==> src/verilog/arb_pkg.sv <==
// arbiter package: line counts, field widths, state encoding and grant descriptor
`default_nettype none

package arb_pkg;

    ////////////////////////////////////////
    // sizes
    ////////////////////////////////////////

    localparam int unsigned NUM_REQ = 8;  // request lines
    localparam int unsigned ID_W    = 3;  // binary line index
    localparam int unsigned HOLD_W  = 4;  // grant length in cycles

    ////////////////////////////////////////
    // state machine
    ////////////////////////////////////////

    typedef enum logic
    {
        ST_IDLE = 1'b0,  // waiting for a pending line
        ST_BUSY = 1'b1   // grant held, timer running
    } arb_state_e;

    ////////////////////////////////////////
    // grant descriptor
    ////////////////////////////////////////

    // 12 bits, active on top
    typedef struct packed
    {
        logic               active;  // a line is being served
        logic [NUM_REQ-1:0] line;    // one-hot
        logic [ID_W-1:0]    id;      // index of the set bit in line
    } grant_s;

endpackage: arb_pkg

`default_nettype wire
==> src/verilog/grant_arbiter.sv <==
// eight-line request arbiter with lowest-index priority and timed grants
`timescale 1ns/1ps
`default_nettype none

module grant_arbiter
(
    input  logic                        clk,
    input  logic                        rst_n,
    input  logic [arb_pkg::NUM_REQ-1:0] req,      // request strobes
    input  logic [arb_pkg::HOLD_W-1:0]  hold,     // grant length, level
    output arb_pkg::grant_s             grant,
    output logic [arb_pkg::NUM_REQ-1:0] pending
);

    logic [arb_pkg::NUM_REQ-1:0] pend_bits;
    logic [arb_pkg::NUM_REQ-1:0] pick_oht;
    logic                        pick_vld;
    logic                        take;
    logic [arb_pkg::NUM_REQ-1:0] take_oht;
    logic                        start;
    logic                        last;
    arb_pkg::grant_s             grant_q;

    ////////////////////////////////////////
    // datapath
    ////////////////////////////////////////

    pending_reg i_pending
    (
        .clk       (clk),
        .rst_n     (rst_n),
        .req       (req),
        .take      (take),
        .take_oht  (take_oht),
        .pend_bits (pend_bits)
    );

    // lowest index wins
    pry2oht i_pick
    (
        .pry (pend_bits),
        .oht (pick_oht),
        .vld (pick_vld)
    );

    hold_timer i_timer
    (
        .clk   (clk),
        .rst_n (rst_n),
        .start (start),
        .hold  (hold),
        .last  (last)
    );

    ////////////////////////////////////////
    // control
    ////////////////////////////////////////

    grant_fsm i_fsm
    (
        .clk      (clk),
        .rst_n    (rst_n),
        .pick_oht (pick_oht),
        .pick_vld (pick_vld),
        .last     (last),
        .take     (take),
        .take_oht (take_oht),
        .start    (start),
        .grant_q  (grant_q)
    );

    assign grant   = grant_q;
    assign pending = pend_bits;

endmodule: grant_arbiter

`default_nettype wire

==> src/verilog/grant_fsm.sv <==
// idle/busy arbiter state machine, latches the picked line and drives the grant
`timescale 1ns/1ps
`default_nettype none

module grant_fsm
(
    input  logic                        clk,
    input  logic                        rst_n,
    // from the priority picker
    input  logic [arb_pkg::NUM_REQ-1:0] pick_oht,
    input  logic                        pick_vld,
    // from the timer
    input  logic                        last,
    // to the pending register
    output logic                        take,
    output logic [arb_pkg::NUM_REQ-1:0] take_oht,
    // to the timer
    output logic                        start,
    // current grant
    output arb_pkg::grant_s             grant_q
);

    arb_pkg::arb_state_e     state_q;
    arb_pkg::arb_state_e     state_d;
    arb_pkg::grant_s         grant_d;
    logic [arb_pkg::ID_W-1:0] pick_id;

    ////////////////////////////////////////
    // one-hot to binary
    ////////////////////////////////////////

    // pick_oht has at most one bit set, so OR-ing indices is enough
    always_comb
    begin
        pick_id = '0;
        for (int i = 0; i < arb_pkg::NUM_REQ; i++)
        begin
            if (pick_oht[i])
            begin
                pick_id = pick_id | arb_pkg::ID_W'(i);
            end
        end
    end

    ////////////////////////////////////////
    // next state
    ////////////////////////////////////////

    assign take     = (state_q == arb_pkg::ST_IDLE) && pick_vld;
    assign take_oht = pick_oht;
    assign start    = take;  // timer loads on the same edge as the grant

    always_comb
    begin
        state_d = state_q;
        grant_d = grant_q;
        case (state_q)
            arb_pkg::ST_IDLE:
            begin
                if (pick_vld)
                begin
                    state_d        = arb_pkg::ST_BUSY;
                    grant_d.active = 1'b1;
                    grant_d.line   = pick_oht;
                    grant_d.id     = pick_id;
                end
            end
            arb_pkg::ST_BUSY:
            begin
                if (last)
                begin
                    state_d = arb_pkg::ST_IDLE;
                    grant_d = '0;  // leaves one idle cycle before the next pick
                end
            end
            default:
            begin
                state_d = arb_pkg::ST_IDLE;
                grant_d = '0;
            end
        endcase
    end

    ////////////////////////////////////////
    // registers
    ////////////////////////////////////////

    always_ff @(posedge clk or negedge rst_n)
    begin
        if (!rst_n)
        begin
            state_q <= arb_pkg::ST_IDLE;
            grant_q <= '0;
        end
        else
        begin
            state_q <= state_d;
            grant_q <= grant_d;
        end
    end

endmodule: grant_fsm

`default_nettype wire

==> src/verilog/hold_timer.sv <==
// grant length timer, counts down max(hold,1) cycles and flags the final one
`timescale 1ns/1ps
`default_nettype none

module hold_timer
(
    input  logic                       clk,
    input  logic                       rst_n,
    input  logic                       start,  // grant begins at this edge
    input  logic [arb_pkg::HOLD_W-1:0] hold,   // sampled on start only
    output logic                       last    // final cycle of the grant
);

    logic [arb_pkg::HOLD_W-1:0] cnt;      // cycles left after this one
    logic                       running;
    logic [arb_pkg::HOLD_W-1:0] load_val;

    // zero length means one cycle
    assign load_val = (hold == '0) ? '0 : hold - 1'b1;

    ////////////////////////////////////////
    // counter
    ////////////////////////////////////////

    always_ff @(posedge clk or negedge rst_n)
    begin
        if (!rst_n)
        begin
            cnt     <= '0;
            running <= 1'b0;
        end
        else if (start)
        begin
            cnt     <= load_val;
            running <= 1'b1;
        end
        else if (last)
        begin
            running <= 1'b0;  // stop by itself
        end
        else if (running)
        begin
            cnt <= cnt - 1'b1;
        end
    end

    assign last = running && (cnt == '0);

endmodule: hold_timer

`default_nettype wire

==> src/verilog/pending_reg.sv <==
// pending request register, set by request strobes and cleared by a granted line
`timescale 1ns/1ps
`default_nettype none

module pending_reg
(
    input  logic                        clk,
    input  logic                        rst_n,
    // requesters
    input  logic [arb_pkg::NUM_REQ-1:0] req,        // single-cycle strobes
    // from the state machine
    input  logic                        take,       // a line is granted this cycle
    input  logic [arb_pkg::NUM_REQ-1:0] take_oht,   // which line
    // pending state
    output logic [arb_pkg::NUM_REQ-1:0] pend_bits
);

    logic [arb_pkg::NUM_REQ-1:0] clr_mask;
    logic [arb_pkg::NUM_REQ-1:0] pend_d;

    ////////////////////////////////////////
    // next value
    ////////////////////////////////////////

    always_comb
    begin
        clr_mask = take ? take_oht : '0;
        // clear first, then set, so a new strobe on the taken line survives
        pend_d   = (pend_bits & ~clr_mask) | req;
    end

    ////////////////////////////////////////
    // register
    ////////////////////////////////////////

    always_ff @(posedge clk or negedge rst_n)
    begin
        if (!rst_n)
        begin
            pend_bits <= '0;
        end
        else
        begin
            pend_bits <= pend_d;  // repeated strobes merge here
        end
    end

endmodule: pending_reg

`default_nettype wire

==> src/verilog/pry2oht.sv <==
// rightmost priority to one-hot conversion, with a valid flag when any bit is set
`timescale 1ns/1ps
`default_nettype none

module pry2oht
(
    input  logic [arb_pkg::NUM_REQ-1:0] pry,  // priority
    output logic [arb_pkg::NUM_REQ-1:0] oht,  // one-hot
    output logic                        vld   // valid
);

    ////////////////////////////////////////
    // loop form
    ////////////////////////////////////////

    // vld doubles as the "already found" flag while walking up from bit 0,
    // so every bit above the first set one is masked off
    always_comb
    begin: loop
        vld = 1'b0;
        for (int i = 0; i < arb_pkg::NUM_REQ; i++)
        begin
            oht[i] = pry[i] & ~vld;  // only the first hit passes
            vld    = pry[i] |  vld;
        end
    end: loop

endmodule: pry2oht

`default_nettype wire

==> config.mk <==
export PLATFORM = sky130hd
export DESIGN_NAME = grant_arbiter
export DESIGN_NICKNAME = d
export VERILOG_FILES = /design/src/verilog/arb_pkg.sv /design/src/verilog/grant_arbiter.sv /design/src/verilog/grant_fsm.sv /design/src/verilog/hold_timer.sv /design/src/verilog/pending_reg.sv /design/src/verilog/pry2oht.sv
export SDC_FILE = /design/constraint.sdc
export NUM_CORES = 1
export LEC_CHECK = 0
export ABC_AREA = 1
export BUFFER_PORTS_ARGS = -buffer_cell sky130_fd_sc_hd__clkbuf_2
export CAP_MARGIN = 20
export CORE_ASPECT_RATIO = 1.1
export CORE_MARGIN = 2
export CORE_UTILIZATION = 35
export CTS_CLUSTER_SIZE = 24
export DETAILED_ROUTE_END_ITERATION = 6
export PLACE_DENSITY = 0.63
export SLEW_MARGIN = 25
export SYNTH_ARGS = -nofsm -noshare
export SYNTH_HDL_FRONTEND = slang
export SYNTH_SLANG_ARGS = --single-unit
==> constraint.sdc <==
create_clock -name clk -period 3.08 [get_ports clk]
set_clock_uncertainty 0.05 [all_clocks]
set_input_delay 0 -clock clk [delete_from_list [all_inputs] [get_ports clk]]
set_output_delay 0 -clock clk [all_outputs]
set_load 0.05 [all_outputs]
==> flow_summary.json <==
{
  "h-tree-depth": 1,
  "io_pins": 34,
  "syn2layout_area_growth_pct": 28.42,
  "gp_congestion": 0.8018,
  "post_cts_buffers": 0,
  "cp-start-kind": "register",
  "yosysWarnings": 0,
  "die_y_um": 66.80,
  "postSynthCellCount": 143,
  "slowest_stage": "dfrtp_1",
  "holdPathStages": 5,
  "maxSlewViolCount": 0,
  "cts-buffers-inserted": 3,
  "r2r_start": "i_pending.pend_bits[1]$_DFF_PN0_",
  "initial_core_util_pct": 37.07,
  "fp-row-count": 22,
  "die_x_um": 61.10,
  "yosysSeqAreaShare_pct": 51.84,
  "antenna_found_initial": 0,
  "cp_max_fo": 11,
  "rrSetupSlack_ns": 1.44,
  "ys_top_cells_by_area": "dfrtp_1, nand2_1, inv_1",
  "synth_top_area_cell": "dfrtp_1",
  "place_hpwl_mm": 2.081,
  "dr.pass1.iters": 4,
  "ir_drop_mv": 0.3409,
  "wl_per_cell_um": 11.64,
  "status": "completed",
  "finalNetCount": 206,
  "overflow": 0,
  "r2r-end": "i_fsm.grant_q[1]$_DFFE_PN0P_",
  "drtIter0Drc": 36,
  "path_delay_family": "simple AND/OR/NAND/NOR gates",
  "period_share_pct": 53.30,
  "synth_area_um2": 1255,
  "min_to": "i_timer.cnt[0]$_DFFE_PN0P_",
  "synthTopCellsByCount": "nand2_1, dfrtp_1, inv_1",
  "crit_path_cell_trace": "nor2_4, nand4_4, nor2_4, nand3_2, nand2_2, nand2_2, inv_2, nand2_1, nand2_1",
  "hp-start": "hold[1]",
  "drt_wl_total_mm": 2.758,
  "cts_tree": "yes",
  "hold_path.class": "input pin to register",
  "slowest_delay_ns": 0.45,
  "synth_seq_cells": 26,
  "ys_async_sr_fraction_pct": 100.0,
  "cp.required_ns": 3.29,
  "synth-edff-count": 0,
  "vias": 1114,
  "grt_max_degree": 27,
  "grt_pass1_wl_mm": 4.457,
  "drive_gt1_share_pct": 24.87,
  "ant_nets": 0,
  "grt_use_total_pct": 14.57,
  "avgSynthCellArea_um2": 8.776,
  "slew_headroom_pct": 56.85,
  "period_needed_ns": 1.642,
  "synth_ff_type": "dfrtp_1",
  "fmax_mhz": 609.1,
  "syn_nets": 159,
  "max_slew.worst_pin.slew_ns": 0.6472,
  "root_buffer": "clkbuf_4",
  "reg2reg_depth": 9,
  "path_class": "register to register",
  "die-area_um2": 4081,
  "power_density_nw_per_um2": 670.2,
  "vias_per_cell": 4.700,
  "clock-sinks": 26,
  "core_um2": 3386,
  "synth_most_common_cell": "nand2_1",
  "synth_cell_types": 25,
  "critPathCaptureType": "register",
  "io_buffers": 33,
  "critPathBufInv": 1,
  "drc": 0,
  "cts_buffer_depth": 2,
  "fin_tns_setup_ns": 0,
  "n_antenna_cell": 0,
  "rsz0062_at_grt": "false",
  "setup_viol": 0,
  "worstPathArrival_ns": 1.85,
  "path_clk_slew_ns": 0.14,
  "finalHoldViolCount": 0,
  "yosysTopAreaCellShare_pct": 51.84,
  "hold_slack_ns": 0.009132,
  "clkLatencyLatePin_ns": 0.32,
  "grt_pass1_vias": 1041,
  "p_leak_nw": 0.8796,
  "cap_violations": 0
}
routing by layer:
layer | share of wire [%] | global-route usage, % | routed length [um] | vias to the layer above
met5 | 0 | 0 | 0 | -
met4 | 1.2 | 4.891 | 34 | 0
met3 | 4.5 | 1.942 | 125 | 5
met2 | 47 | 24.34 | 1287 | 32
met1 | 48 | 19.04 | 1311 | 528
li1 | - | - | - | 549
worst max path at each step:
| stage | startpoint | end | slack, ns | cells after the start |
|---|---|---|---|---|
| 4_1_cts | i_pending.pend_bits[1]$_DFF_PN0_ | i_fsm.grant_q[1]$_DFFE_PN0P_ | 1.44 | 9 |
| 3_3_place_gp | i_pending.pend_bits[1]$_DFF_PN0_ | i_fsm.grant_q[2]$_DFFE_PN0P_ | 1.53 | 9 |
| 2_1_floorplan | i_pending.pend_bits[2]$_DFF_PN0_ | i_timer.cnt[3]$_DFFE_PN0P_ | 1.41 | 10 |
| 5_1_grt | i_pending.pend_bits[1]$_DFF_PN0_ | i_fsm.grant_q[1]$_DFFE_PN0P_ | 1.30 | 9 |
| 3_5_place_dp | i_pending.pend_bits[1]$_DFF_PN0_ | i_fsm.grant_q[1]$_DFFE_PN0P_ | 1.47 | 9 |
| 6_report | i_pending.pend_bits[1]$_DFF_PN0_ | i_fsm.grant_q[1]$_DFFE_PN0P_ | 1.44 | 9 |
where the power goes:
part	switching, mW	total (mW)	internal, mW
clock network	0.100	0.172	0.0723
logic	0.297	0.438	0.141
registers	0.0618	0.470	0.408
total	0.459	1.08	0.621
registers in the layout, summed over array words and instances, names as in the netlist:
signal,cells
i_fsm.grant_q,12
i_pending.pend_bits,8
i_timer.cnt,4
i_fsm.state_q,1
i_timer.running,1
cell type report:
type	instances	area [um^2]
Tap cell	48	60.06
Inverter	21	78.83
Fill cell	334	1774
Timing Repair Buffer	44	275.3
Multi-Input combinational cell	94	510.5
Sequential cell	26	650.6
Clock buffer	4	36.28
stage by stage:
stage          worst slack, ns  area (um^2)  power, mW  cells  util, %
3_3_place_gp             1.535         1465     0.8938    222    43.27
4_1_cts                  1.444         1612      1.086    237    47.60
6_report                 1.438         1612      1.080    237    47.60
5_1_grt                  1.301         1612      1.154    237    47.60
3_5_place_dp             1.471         1465     0.9069    222    43.27
2_1_floorplan            1.409         1255     0.8101    143        -
tightest hold or removal path, delay by kind of cell:
kind | cells | cell delay (ns)
AOI/OAI and AO/OA | 2 | 0.12
buffers and inverters | 2 | 0.17
and+or+nand+nor | 1 | 0.06
logic make-up (layout without fill, tap and decap cells):
| group | Yosys count | in the layout | share of synthesized area, % |
|---|---|---|---|
| compound gates | 24 | 24 | 11.57 |
| xor+xnor | 3 | 3 | 2.094 |
| fa+ha+maj | 2 | 2 | 1.994 |
| buf+inv | 23 | 69 | 7.478 |
| flops | 26 | 26 | 51.84 |
| simple gates | 65 | 65 | 25.02 |
cells in the final DEF, fill, tap and decap left out, drive strengths merged:
cell type / netlist / routed
inv: 21 / 21
o22ai: 5 / 5
nor3: 3 / 3
a31oi: 1 / 1
nor2: 9 / 9
nand2: 40 / 40
or2: 1 / 1
nor4: 1 / 1
nand4: 1 / 1
a21o: 3 / 3
clkbuf: 1 / 37
ha: 2 / 2
a21oi: 2 / 2
dlygate4sd3: 0 / 11
xnor2: 1 / 1
xor2: 2 / 2
dfrtp: 26 / 26
o21bai: 4 / 4
o21ai: 9 / 9
nand3: 10 / 10
what timing repair did:
item / in CTS / in global routing
hold endpoints to repair: 36 / 0
resized for setup: 0 / 0
hold buffers: 11 / 0
No activity file was read; power rests on OpenSTA's default activity.
